**config.mk**
```make
export PLATFORM = sky130hd
export DESIGN_NAME = timing_top
export DESIGN_NICKNAME = d
export VERILOG_FILES = /design/src/hw/timing_pkg.sv /design/src/hw/control_pkg.sv /design/src/hw/gate_ring.sv /design/src/hw/phase_gen.sv /design/src/hw/program_phase.sv /design/src/hw/record_ctl.sv /design/src/hw/timing_top.sv
export SDC_FILE = /design/constraint.sdc
export NUM_CORES = 1
export LEC_CHECK = 0
export BUFFER_PORTS_ARGS = -buffer_cell sky130_fd_sc_hd__buf_2
export CAP_MARGIN = 10
export CORE_MARGIN = 3
export CORE_UTILIZATION = 30
export DETAILED_ROUTE_END_ITERATION = 10
export PLACE_DENSITY = 0.55
export SYNTH_ARGS = -nofsm -noshare
export SYNTH_HDL_FRONTEND = slang
export SYNTH_SLANG_ARGS = --single-unit
```
**constraint.sdc**
```tcl
create_clock -name sim_clk -period 1.9 [get_ports sim_clk]
set_input_delay 0.38 -clock sim_clk [delete_from_list [all_inputs] [get_ports sim_clk]]
set_output_delay 0.38 -clock sim_clk [all_outputs]
set_load 0.02 [all_outputs]
```
**src/hw/timing_pkg.sv**
```systemverilog
package timing_pkg;

    localparam int slots_per_bit = 4;                // sim_clk cycles per bit time.
    localparam int gate_count = 7;                   // Positions g1 to g7.

    typedef enum logic [1:0] {
        w_slot,
        x_slot,
        y_slot,
        z_slot
    } slot_t;

    // One-hot slot strobes plus the half-step flag.
    typedef struct packed {
        logic w;
        logic x;
        logic y;
        logic z;
        logic ad;
    } phase_strobe_t;

    typedef struct packed {
        logic [gate_count-1:0] g;                    // Bit 0 is g1.
        logic                  word_done;
    } gate_t;

endpackage

```
**src/hw/control_pkg.sv**
```systemverilog
package control_pkg;

    typedef enum logic [1:0] {
        pa,
        pb,
        pc
    } prog_phase_t;

    typedef enum logic [2:0] {
        rec_idle,
        rec_exec,
        rec_a,
        rec_b,
        rec_c
    } rec_state_t;

    typedef struct packed {
        logic valid;
        logic ccfh_in;
    } exec_req_t;

    typedef struct packed {
        logic [timing_pkg::gate_count-1:0] g;
        logic                              ad;
        prog_phase_t                       prog_phase;
        rec_state_t                        rec_state;
        logic                              rexc;
        logic                              ccfh;
        logic                              word_done;
        logic                              w;        // Slot strobes, one-hot.
        logic                              x;
        logic                              y;
        logic                              z;
    } timing_status_t;

endpackage

```
**src/hw/gate_ring.sv**
```systemverilog
module gate_ring (
    input  logic                      sim_clk,
    input  logic                      reset,
    input  timing_pkg::phase_strobe_t strobe,
    output timing_pkg::gate_t         gate
);
    import timing_pkg::*;

    logic [gate_count-1:0] ring;
    logic                  word_done;
    logic                  step;
    logic                  wrap;

    // The ring moves once every two bit times.
    assign step = strobe.w && strobe.ad;
    assign wrap = step && ring[gate_count-1];      // g7 back to g1.

    always_ff @(posedge sim_clk) begin
        if (reset) begin
            ring <= {{(gate_count-1){1'b0}}, 1'b1};
        end else if (step) begin
            ring <= {ring[gate_count-2:0], ring[gate_count-1]};
        end
    end

    always_ff @(posedge sim_clk) begin
        if (reset) begin
            word_done <= 1'b0;
        end else begin
            word_done <= wrap;                       // Lands in the x slot.
        end
    end

    assign gate.g         = ring;
    assign gate.word_done = word_done;

endmodule

```
**src/hw/phase_gen.sv**
```systemverilog
module phase_gen (
    input  logic                      sim_clk,
    input  logic                      reset,
    output timing_pkg::phase_strobe_t strobe
);
    import timing_pkg::*;

    slot_t slot;
    logic  ad;
    logic  last_slot;

    assign last_slot = (slot == slot_t'(slots_per_bit - 1));

    always_ff @(posedge sim_clk) begin
        if (reset) begin
            slot <= w_slot;
            ad   <= 1'b0;
        end else begin
            slot <= last_slot ? w_slot : slot_t'(slot + 2'd1);
            if (last_slot) begin
                ad <= ~ad;                           // New bit time starts.
            end
        end
    end

    // Slot decode.
    assign strobe.w  = (slot == w_slot);
    assign strobe.x  = (slot == x_slot);
    assign strobe.y  = (slot == y_slot);
    assign strobe.z  = (slot == z_slot);
    assign strobe.ad = ad;

endmodule

```
**src/hw/program_phase.sv**
```systemverilog
module program_phase (
    input  logic                      sim_clk,
    input  logic                      reset,
    input  logic                      hold,
    input  logic                      word_done,
    output control_pkg::prog_phase_t  phase
);
    import control_pkg::*;

    prog_phase_t phase_next;

    always_comb begin
        case (phase)
            pa:      phase_next = pb;
            pb:      phase_next = pc;
            pc:      phase_next = pa;
            default: phase_next = pa;
        endcase
    end

    always_ff @(posedge sim_clk) begin
        if (reset) begin
            phase <= pa;
        end else if (word_done && !hold) begin
            phase <= phase_next;                     // Step at the word boundary.
        end
    end

endmodule

```
**src/hw/record_ctl.sv**
```systemverilog
module record_ctl (
    input  logic                      sim_clk,
    input  logic                      reset,
    input  timing_pkg::phase_strobe_t strobe,
    input  logic                      g2,
    input  control_pkg::prog_phase_t  phase,
    input  control_pkg::exec_req_t    exec_req,
    output logic                      exec_ready,
    output control_pkg::rec_state_t   rec_state,
    output logic                      rexc,
    output logic                      ccfh
);
    import control_pkg::*;

    logic transfer;
    logic ccfh_rec;

    // Accept only in the y slot of g2 during pc.
    assign exec_ready = strobe.y && g2 && (phase == pc) && (rec_state == rec_idle);
    assign transfer   = exec_req.valid && exec_ready;

    always_ff @(posedge sim_clk) begin
        if (transfer) begin
            ccfh_rec <= exec_req.ccfh_in;
        end
    end

    always_ff @(posedge sim_clk) begin
        if (reset) begin
            rec_state <= rec_idle;
            rexc      <= 1'b0;
            ccfh      <= 1'b0;
        end else begin
            case (rec_state)
                rec_idle: begin
                    if (transfer) begin
                        rec_state <= rec_exec;
                        rexc      <= 1'b1;
                    end
                end
                rec_exec: begin
                    if (strobe.z) begin
                        rec_state <= rec_a;
                    end
                end
                rec_a: begin
                    if (strobe.z) begin
                        rec_state <= rec_b;
                    end
                end
                rec_b: begin
                    if (strobe.z) begin
                        rec_state <= rec_c;
                    end
                end
                rec_c: begin
                    if (strobe.x) begin
                        ccfh <= ccfh_rec;            // Held until the next rec_c.
                    end
                    if (strobe.z) begin
                        rec_state <= rec_idle;
                        rexc      <= 1'b0;
                    end
                end
                default: begin
                    rec_state <= rec_idle;
                    rexc      <= 1'b0;
                end
            endcase
        end
    end

endmodule

```
**src/hw/timing_top.sv**
```systemverilog
module timing_top (
    input  logic                        sim_clk,
    input  logic                        reset,
    input  logic                        hold,
    input  control_pkg::exec_req_t      exec_req,
    output logic                        exec_ready,
    output control_pkg::timing_status_t status
);
    import timing_pkg::*;
    import control_pkg::*;

    phase_strobe_t strobe;
    gate_t         gate;
    prog_phase_t   phase;
    rec_state_t    rec_state;
    logic          rexc;
    logic          ccfh;

    phase_gen u_phase_gen (
        .sim_clk (sim_clk),
        .reset   (reset),
        .strobe  (strobe)
    );

    gate_ring u_gate_ring (
        .sim_clk (sim_clk),
        .reset   (reset),
        .strobe  (strobe),
        .gate    (gate)
    );

    program_phase u_program_phase (
        .sim_clk   (sim_clk),
        .reset     (reset),
        .hold      (hold),
        .word_done (gate.word_done),
        .phase     (phase)
    );

    record_ctl u_record_ctl (
        .sim_clk    (sim_clk),
        .reset      (reset),
        .strobe     (strobe),
        .g2         (gate.g[1]),
        .phase      (phase),
        .exec_req   (exec_req),
        .exec_ready (exec_ready),
        .rec_state  (rec_state),
        .rexc       (rexc),
        .ccfh       (ccfh)
    );

    assign status.g          = gate.g;
    assign status.ad         = strobe.ad;
    assign status.prog_phase = phase;
    assign status.rec_state  = rec_state;
    assign status.rexc       = rexc;
    assign status.ccfh       = ccfh;
    assign status.word_done  = gate.word_done;
    assign status.w          = strobe.w;
    assign status.x          = strobe.x;
    assign status.y          = strobe.y;
    assign status.z          = strobe.z;

endmodule

```
Word level (Yosys, flattened, before mapping)
Index checks and enable logic that the tools add are counted.
{ "word_totals": {"register_bits": 19, "out_inout_bits": 21, "elab_cells": 52, "mem_bits_ro": 0, "inputBits": 5, "ramBits": 0, "latchBits": 0, "memories": 0} }
{ "classes": {"n_reduce_logical": 16, "n_div": 0, "multipliers": 0, "magnitude_cmp": 0, "mux": 10, "n_eq_ne": 14, "shift": 0, "bitwise_logic": 2, "addsub": 1} }
{ "op_table": {"columns": ["op", "n"], "rows": [
  ["3-bit two-way mux", 5],
  ["3-bit one-hot mux with 5 select lines", 1],
  ["2-bit inequality test, second input constant", 4],
  ["1-bit logical AND", 7],
  ["2-bit == test, second input constant", 3],
  ["3-bit by 2-bit == test with 1-bit output, second input constant", 2],
  ["5-bit AND reduction", 1],
  ["2-bit by 1-bit == test with 1-bit output, second input constant", 2],
  ["2-bit logical NOT", 2],
  ["2-bit one-hot mux with 2 select lines", 1],
  ["3-bit by 1-bit == test with 1-bit output, second input constant", 1],
  ["3-bit == test, second input constant", 1],
  ["3-bit logical NOT", 1],
  ["1-bit one-hot mux with 3 select lines", 1],
  ["3-bit AND reduction", 1],
  ["3-bit OR reduction", 1],
  ["2-bit by 1-bit adder with 2-bit output, second input constant", 1],
  ["1-bit two-way mux", 2],
  ["2-bit by 1-bit inequality test with 1-bit output, second input constant", 1],
  ["1-bit inverter", 2],
  ["2-bit AND reduction", 1],
  ["2-bit OR reduction", 1],
  ["1-bit logical NOT", 1]
]} }

Longest topological paths before layout
Gate-level depths: netlist of run 1.
{ "depth": {"ltp_word": 7, "ltp_mapped": 6, "mapped_depth_nobuf": 5} }

Hierarchy
From an unflattened synthesis of run 1, not the netlist that was laid out.
{ "unflattened": {"cells_unflattened": 83, "area_unflattened_um2": 865.8} }
{ "by_module_without_submodules": {"columns": ["mod", "cells_per_inst", "area_each_um2", "seq_area_each_um2", "n_inst"], "rows": [
  ["gate_ring", 28, 309.0, 160.2, 1],
  ["record_ctl", 28, 281.5, 130.1, 1],
  ["phase_gen", 16, 170.2, 60.1, 1],
  ["program_phase", 9, 90.1, 40.0, 1],
  ["timing_top", 2, 15.0, 0.0, 1]
]} }

Least setup slack after synthesis of run 1
OpenSTA, ideal clock, no wires.
{ "synth_timing": {"kind": "flip-flop to output port", "from": "register u_phase_gen.slot[0]", "to": "output port exec_ready", "path_stages_with_launch": 6, "slack_ps": 263, "path_buffers": 0, "t_arrival_ps": 1257, "t_required_ps": 1520, "cell_sequence": "dfxtp_1 inv_1 ha_1 and4b_1 nand2_1 nor2_1"} }
{ "synth_lines": {"columns": ["item", "line_no", "source"], "rows": [
  ["start: declaration", "phase_gen.sv:8", "slot_t slot;"],
  ["start signal: assignment", "phase_gen.sv:16", "slot <= w_slot;"],
  ["start signal: assignment", "phase_gen.sv:19", "slot <= last_slot ? w_slot : slot_t'(slot + 2'd1);"],
  ["end: declaration", "timing_top.sv:6", "output logic exec_ready,"]
]} }

Final worst setup path of run 1
{ "layout_timing": {"from": "register u_phase_gen.slot[0]", "to": "output port exec_ready"} }
{ "layout_between": {"elab_chain_cells": 4} }
{ "layout_rtl": {"columns": ["item", "line_no", "source"], "rows": [
  ["2-bit == test", "phase_gen.sv:29", "assign strobe.y = (slot == y_slot);"],
  ["1-bit logical AND (3 in series)", "record_ctl.sv:19", "assign exec_ready = strobe.y && g2 && (phase == pc) && (rec_state == rec_idle);"]
]} }
Every way passes these cells.

==> results_dict.tcl, run 1 <==
set metrics [dict create \
    worst_ep_arrival_time_ps 1410 \
    final_wtd_congestion 0.774 \
    ant_nets 0 \
    routed-via-count 686 \
    detailedPlace.worstSlack_ps 379 \
    pin_count 26 \
    syn_nets 100 \
    finalHoldViolCount 0 \
    yosys.area.top_type_share 0.419 \
    timing.max_cap.violations 0 \
    tritoncts "built" \
    hold_path_class "primary input to flop" \
    worst_setup_hold_path_clk_slew_ps 110 \
    worstPathMaxFanout 4 \
    fillerInstances 278 \
    nNetsFinal 120 \
    antenna_found_initial 0 \
    grt_overflow_total 0 \
    finalSetupViolations 0 \
    yosysTopAreaCell "sky130_fd_sc_hd__dfxtp_1" \
    worstSetupEndpointType "output pin" \
    grt_pass1_wl_mm 2.97 \
    detailed_router_iteration_count_before_antenna_repair 4 \
    die_area_um2 3540 \
    buffer_ports.inserted 25 \
    ys_ff_latch 19 \
    power.leakage_nw 0.434 \
    detailedPlacementHpwl_mm 1.28 \
    clock_sinks 19 \
    routed_wl_mm 1.73 \
    number_of_enable_type_register_cells_in_the_synthesized_netlist 1 \
    mappedNetlistArea_um2 860 \
    vias_per_cell 4.90 \
    clk_root_buffer_cell "sky130_fd_sc_hd__clkbuf_4" \
    placedInstanceArea_um2 946 \
    final_period_minus_worst_setup_slack_ps 1790 \
    initial_utilization 0.332 \
    cts_hold_buffers 0 \
    die_y_um 59.5 \
    setup.worst_path.class "flop to output pin" \
    final_min_period_over_clock_period 0.942 \
    share_of_post_route_cells_with_drive_strength_above_1 0.336 \
    yosysSeqAreaShare 0.454 \
    seqCellArea_um2 392 \
    final_max_slew_viol_count 0 \
    max_freq_mhz 559 \
    worst-endpoint-required_ps 1520 \
    drcViolationCount 0 \
    tritoncts.num_buffers 3 \
    synth.top_cells.by_area "sky130_fd_sc_hd__dfxtp_1 42%, sky130_fd_sc_hd__a21oi_1 5.8%, sky130_fd_sc_hd__ha_1 5.8%" \
    netlist_instances 91 \
    worstSetupStartpointType "flop" \
    vdd.ir_drop.worst_uv 482 \
    grt_start_max_net_pins 19 \
    clk_latency_ps 290 \
    diodes 0 \
    cts.path.max_buffers 2 \
    worst_pin_slew_ps 363 \
    groute.usage.overall 0.113 \
    worst_case_register_to_register_setup_slack_ps 470 \
    synth_most_common_cell "sky130_fd_sc_hd__dfxtp_1" \
    post_synth_num_cell_types 30 \
    finalClockSkew_ps 4.91 \
    initialDrtViolationCount 12 \
    fp.dieW_um 59.5 \
    unrepaired_setup_endpoints_after_global_routing "no" \
    powerDensity_nw_per_um2 724 \
    status "finished, final reports clean" \
    cts_max_level 1 \
    async_flop_share 0 \
    multi_input_area_um2 384 \
    yosys_most_used_dff "sky130_fd_sc_hd__dfxtp_1" \
    max_slew_margin 0.758 \
    via_count_of_the_first_global_routing_pass 633 \
    setup_tns_final_ps 0 \
    finalWorstSetupSlack_ps 111 \
    area.growth.synth_to_final_pct 14.8 \
    post_synth_most_frequent_cells "18 x sky130_fd_sc_hd__dfxtp_1, 10 x sky130_fd_sc_hd__a21oi_1, 10 x sky130_fd_sc_hd__nand2_1" \
    core_region_area_um2 2590 \
    fin_util 0.381 \
    wire_per_inst_um 12.3 \
    postLayoutCellArea_um2 987 \
    synthesis.area_per_instance_um2 9.45 \
    ys.warnings.count 0 \
    placementRows 18 \
]
[area by class of cell]
class / count / area share
timing repair buffer: 26 / 0.137
clock buffer: 3 / 0.0228
sequential: 19 / 0.397
clock inverter: 1 / 0.00507
inverter: 3 / 0.0114
multi-input combinational: 58 / 0.389
tap: 30 / 0.0380
[sequential cells by signal, summed over array words and instances (netlist names)]
| register | flops |
|---|---|
| u_record_ctl.rec_state | 3 |
| u_phase_gen.slot | 2 |
| u_phase_gen.ad | 1 |
| u_record_ctl.ccfh | 1 |
| u_record_ctl.rexc | 1 |
| u_program_phase.phase | 2 |
| u_record_ctl.ccfh_rec | 1 |
| u_gate_ring.word_done | 1 |
| u_gate_ring.ring | 7 |
[per-layer routing]
layer | track usage | up-vias | routed length [µm]
met2 | 0.170 | 15 | 815
li1 | - | 344 | -
met3 | 0.0327 | 4 | 93
met4 | 0.0601 | 0 | 21
met1 | 0.144 | 323 | 798
met5 | 0 | - | 0
[cells in the final DEF, fill, tap and decap left out]
cell type	synthesis	final
sky130_fd_sc_hd__a211o_1	1	1
sky130_fd_sc_hd__a211oi_2	1	1
sky130_fd_sc_hd__a21oi_1	10	10
sky130_fd_sc_hd__and3_1	1	1
sky130_fd_sc_hd__and4b_1	1	1
sky130_fd_sc_hd__and4bb_1	1	1
sky130_fd_sc_hd__buf_2	4	24
sky130_fd_sc_hd__buf_4	6	2
sky130_fd_sc_hd__clkbuf_4	0	3
sky130_fd_sc_hd__clkinv_2	0	1
sky130_fd_sc_hd__dfxtp_1	18	17
sky130_fd_sc_hd__dfxtp_2	0	1
sky130_fd_sc_hd__edfxtp_1	1	1
sky130_fd_sc_hd__ha_1	4	3
sky130_fd_sc_hd__ha_2	0	1
sky130_fd_sc_hd__inv_1	3	2
sky130_fd_sc_hd__inv_2	0	1
sky130_fd_sc_hd__mux2i_1	2	2
sky130_fd_sc_hd__nand2_1	10	10
sky130_fd_sc_hd__nand2_2	1	1
sky130_fd_sc_hd__nand2b_4	1	1
sky130_fd_sc_hd__nand3_1	7	7
sky130_fd_sc_hd__nand3b_1	1	1
sky130_fd_sc_hd__nand4b_1	2	2
sky130_fd_sc_hd__nor2_1	4	4
sky130_fd_sc_hd__nor2_2	1	1
sky130_fd_sc_hd__nor2b_1	1	1
sky130_fd_sc_hd__nor3_1	2	2
sky130_fd_sc_hd__nor3b_1	2	2
sky130_fd_sc_hd__nor4bb_1	1	1
sky130_fd_sc_hd__o31ai_1	1	1
sky130_fd_sc_hd__or3_1	1	1
sky130_fd_sc_hd__xnor2_1	1	1
sky130_fd_sc_hd__xor2_1	1	1
[final timing paths]
| check | to | depth (start not counted) | startpoint |
|---|---|---|---|
| worst max-delay path | exec_ready | 6 | u_phase_gen.slot[0]$_SDFF_PP0_ |
| worst max register to register | u_record_ctl.ccfh_rec$_DFFE_PP_ | 6 | u_phase_gen.slot[0]$_SDFF_PP0_ |
| worst min-delay path | u_record_ctl.ccfh_rec$_DFFE_PP_ | 1 | exec_req[0] |
| worst min register to register | u_phase_gen.slot[0]$_SDFF_PP0_ | 1 | u_phase_gen.slot[0]$_SDFF_PP0_ |
[critical path, stage by stage (launching register included)]
cell                      delay (ps)
sky130_fd_sc_hd__dfxtp_2         360
sky130_fd_sc_hd__inv_2            60
sky130_fd_sc_hd__ha_2            170
sky130_fd_sc_hd__and4b_1         240
sky130_fd_sc_hd__nand2_1          60
sky130_fd_sc_hd__nor2_1           90
sky130_fd_sc_hd__buf_4           140
[what timing repair did]
item,in CTS,in global routing
setup endpoints to repair,0,1
setup buffers,0,1
gates resized for setup,0,4
[logic make-up (layout without fill, tap and decap cells)]
logic type               after synthesis  after routing  share of synthesized area
AND/OR/NAND/NOR                       37             37                      0.250
flip-flops                            19             19                      0.454
buffers and inverters                 14             33                      0.102
AO/OA/AOI/OAI                         13             13                     0.0917
adder cells (fa/ha/maj)                4              4                     0.0582
XOR/XNOR                               2              2                     0.0204
multiplexers                           2              2                     0.0233
[report_power, final]
group          switching, mW  internal (mW)
logic                 0.0588         0.0307
clock network          0.123         0.0782
registers             0.0125          0.412
total                  0.194          0.521
[metrics by stage]
step	total power, mW	std cells	hold WS, ps
6_report	0.715	140	259
5_1_grt	0.758	140	232
3_3_place_gp	0.521	135	446
2_1_floorplan	0.505	91	437
3_5_place_dp	0.523	135	448
4_1_cts	0.729	139	248
Note: power is estimated with default switching activity, not from simulation.
==> inputs of run 2 (changes only) <==
BUFFER_PORTS_ARGS = not set   (was -buffer_cell sky130_fd_sc_hd__buf_2)
CAP_MARGIN = not set   (was 10)
DONT_BUFFER_PORTS = 1   (was not set)
PLACE_DENSITY = 0.48   (was 0.55)
==> run 2 against run 1 <==
Against the previous run: fmax grew 0.71%; critical endpoint unchanged; critical path depth is the same; die area is the same; worst hold slack lost 130 ps.
==> results_dict.tcl, run 2 (synthesis gave the netlist of run 1 again) <==
set metrics [dict create \
    clk_latency_ps 290 \
    rr_worst_depth 4 \
    placementRows 18 \
    detailedPlacementHpwl_mm 1.28 \
    finalSetupViolations 0 \
    r2r_end "u_record_ctl.rec_state[1]$_SDFFE_PP0P_" \
    unrepaired_setup_endpoints_after_global_routing "no" \
    cts_max_level 1 \
    setup.worst_path.class "flop to output pin" \
    dp.cells 114 \
    max_freq_mhz 563 \
    tritoncts.num_buffers 3 \
    nNetsFinal 100 \
    worst_setup_hold_path_clk_slew_ps 110 \
    final_cell_count_no_fill 120 \
    powerDensity_nw_per_um2 797 \
    worst-endpoint-required_ps 1520 \
    finalHoldViolCount 0 \
    status "finished, final reports clean" \
    whs_endpoint "u_record_ctl.rec_state[0]$_SDFFE_PP0P_" \
    hold_path_depth 1 \
    reg.largest.list "u_gate_ring.ring: 7 flops, u_record_ctl.rec_state: 3 flops" \
    largest-register "u_gate_ring.ring" \
    worst_pin_slew_ps 538 \
    final_wtd_congestion 0.729 \
    initial_utilization 0.332 \
    final_period_minus_worst_setup_slack_ps 1780 \
    grt_start_max_net_pins 19 \
    detailedPlace.worstSlack_ps 353 \
    placedInstanceArea_um2 851 \
    share_of_post_route_cells_with_drive_strength_above_1 0.189 \
    routed-via-count 608 \
    grt_pass1_wl_mm 2.89 \
    finalWorstSetupSlack_ps 123 \
    core_region_area_um2 2590 \
    final_max_slew_viol_count 0 \
    antenna_found_initial 0 \
    crit_path_cell_trace "inv_2 > ha_2 > and4b_1 > nand2_1 > nor2_1 > buf_4" \
    postLayoutCellArea_um2 897 \
    clock_sinks 19 \
    tritoncts "built" \
    buffer_ports.inserted 0 \
    wire_per_inst_um 14.5 \
    critical_path.max_stage_delay_ps 360 \
    finalClockSkew_ps 4.84 \
    whs_ps 133 \
    pin_count 26 \
    hold_path_class "primary input to flop" \
    worst_r2r_startpoint "u_phase_gen.slot[1]$_SDFF_PP0_" \
    worst_case_register_to_register_setup_slack_ps 530 \
    critical-path-top-delay-family "simple AND/OR/NAND/NOR gates" \
    area.growth.synth_to_final_pct 4.37 \
    timing.critical_path.slowest_stage_cell "sky130_fd_sc_hd__dfxtp_2" \
    groute.usage.overall 0.110 \
    via_count_of_the_first_global_routing_pass 618 \
    final_min_period_over_clock_period 0.935 \
    worstPathMaxFanout 4 \
    die_area_um2 3540 \
    path_buf_inv 2 \
    timing.max_cap.violations 0 \
    fin_total_pwr_mw 0.715 \
    max_slew_margin 0.641 \
    initialDrtViolationCount 16 \
    vdd.ir_drop.worst_uv 373 \
    timing.hold.worst.start "reset" \
    worstSetupStartpointType "flop" \
    fp.dieW_um 59.5 \
    routed_wl_mm 1.74 \
    worstSetupEndpointType "output pin" \
    mostFrequentLayoutCell "sky130_fd_sc_hd__dfxtp_1" \
    die_y_um 59.5 \
    grt_overflow_total 0 \
    final_cell_mix "16 x sky130_fd_sc_hd__dfxtp_1, 10 x sky130_fd_sc_hd__nand2_1, 10 x sky130_fd_sc_hd__a21oi_1, 7 x sky130_fd_sc_hd__nand3_1, 6 x sky130_fd_sc_hd__buf_4" \
    fin_util 0.346 \
    worst_ep_arrival_time_ps 1400 \
    setup_tns_final_ps 0 \
    largest_register_ffs 7 \
    power.leakage_nw 0.331 \
    detailed_router_iteration_count_before_antenna_repair 4 \
    cts.path.max_buffers 2 \
    diodes 0 \
    clk_root_buffer_cell "sky130_fd_sc_hd__clkbuf_4" \
    vias_per_cell 5.07 \
    ant_nets 0 \
    drcViolationCount 0 \
]
[run 2: cell count changes in the layout (fill, tap and decap cells not counted)]
cell	before	now
sky130_fd_sc_hd__buf_2	24	0
sky130_fd_sc_hd__buf_4	2	6
sky130_fd_sc_hd__clkbuf_1	0	1
sky130_fd_sc_hd__clkinv_2	1	0
sky130_fd_sc_hd__dfxtp_1	17	16
sky130_fd_sc_hd__dfxtp_2	1	2
[run 2: cell type report]
cell class / instances / area, µm²
multi-input cells: 58 / 384
flip-flops and latches: 19 / 393
clock buffers: 4 / 26.3
well taps: 30 / 37.5
fillers: 287 / 1690
repair buffers: 6 / 45.0
inverters: 3 / 11.3
[run 2: worst reg2reg max path, stage by stage, from the launching register on]
cell and delay [ps]:
sky130_fd_sc_hd__dfxtp_1 380, sky130_fd_sc_hd__ha_1 510, sky130_fd_sc_hd__nand2_1 130, sky130_fd_sc_hd__xor2_1 160, sky130_fd_sc_hd__nor3_1 130
[run 2: report_power, final]
| part | leakage [nW] | internal, mW | switching [mW] |
|---|---|---|---|
| Combinational | 0.161 | 0.0337 | 0.0479 |
| Clock | 0.0150 | 0.0816 | 0.124 |
| Sequential | 0.155 | 0.412 | 0.0156 |
| Total | 0.331 | 0.527 | 0.188 |
[run 2: timing repair]
action	CTS	global route
buffers inserted	0	2
pin swaps	0	1
setup endpoints to repair	1	1
gates resized for setup	1	3
hold buffers	0	0
hold endpoints to repair	0	0
[run 2: worst max path at each step]
stage / start / end / depth (start not counted)
6_report: u_phase_gen.slot[0]$_SDFF_PP0_ / exec_ready / 6
5_1_grt: u_phase_gen.slot[1]$_SDFF_PP0_ / exec_ready / 5
4_1_cts: u_phase_gen.slot[0]$_SDFF_PP0_ / exec_ready / 6
3_5_place_dp: u_phase_gen.slot[0]$_SDFF_PP0_ / exec_ready / 6
3_3_place_gp: u_phase_gen.slot[0]$_SDFF_PP0_ / exec_ready / 6
2_1_floorplan: u_phase_gen.slot[0]$_SDFF_PP0_ / exec_ready / 5
[run 2: per-layer routing]
layer  track usage  vias up  wire (µm)
li1              -      303          -
met1         0.136      287        758
met2         0.170       16        840
met3        0.0414        2        135
met4        0.0475        0          8
met5             0        -          0
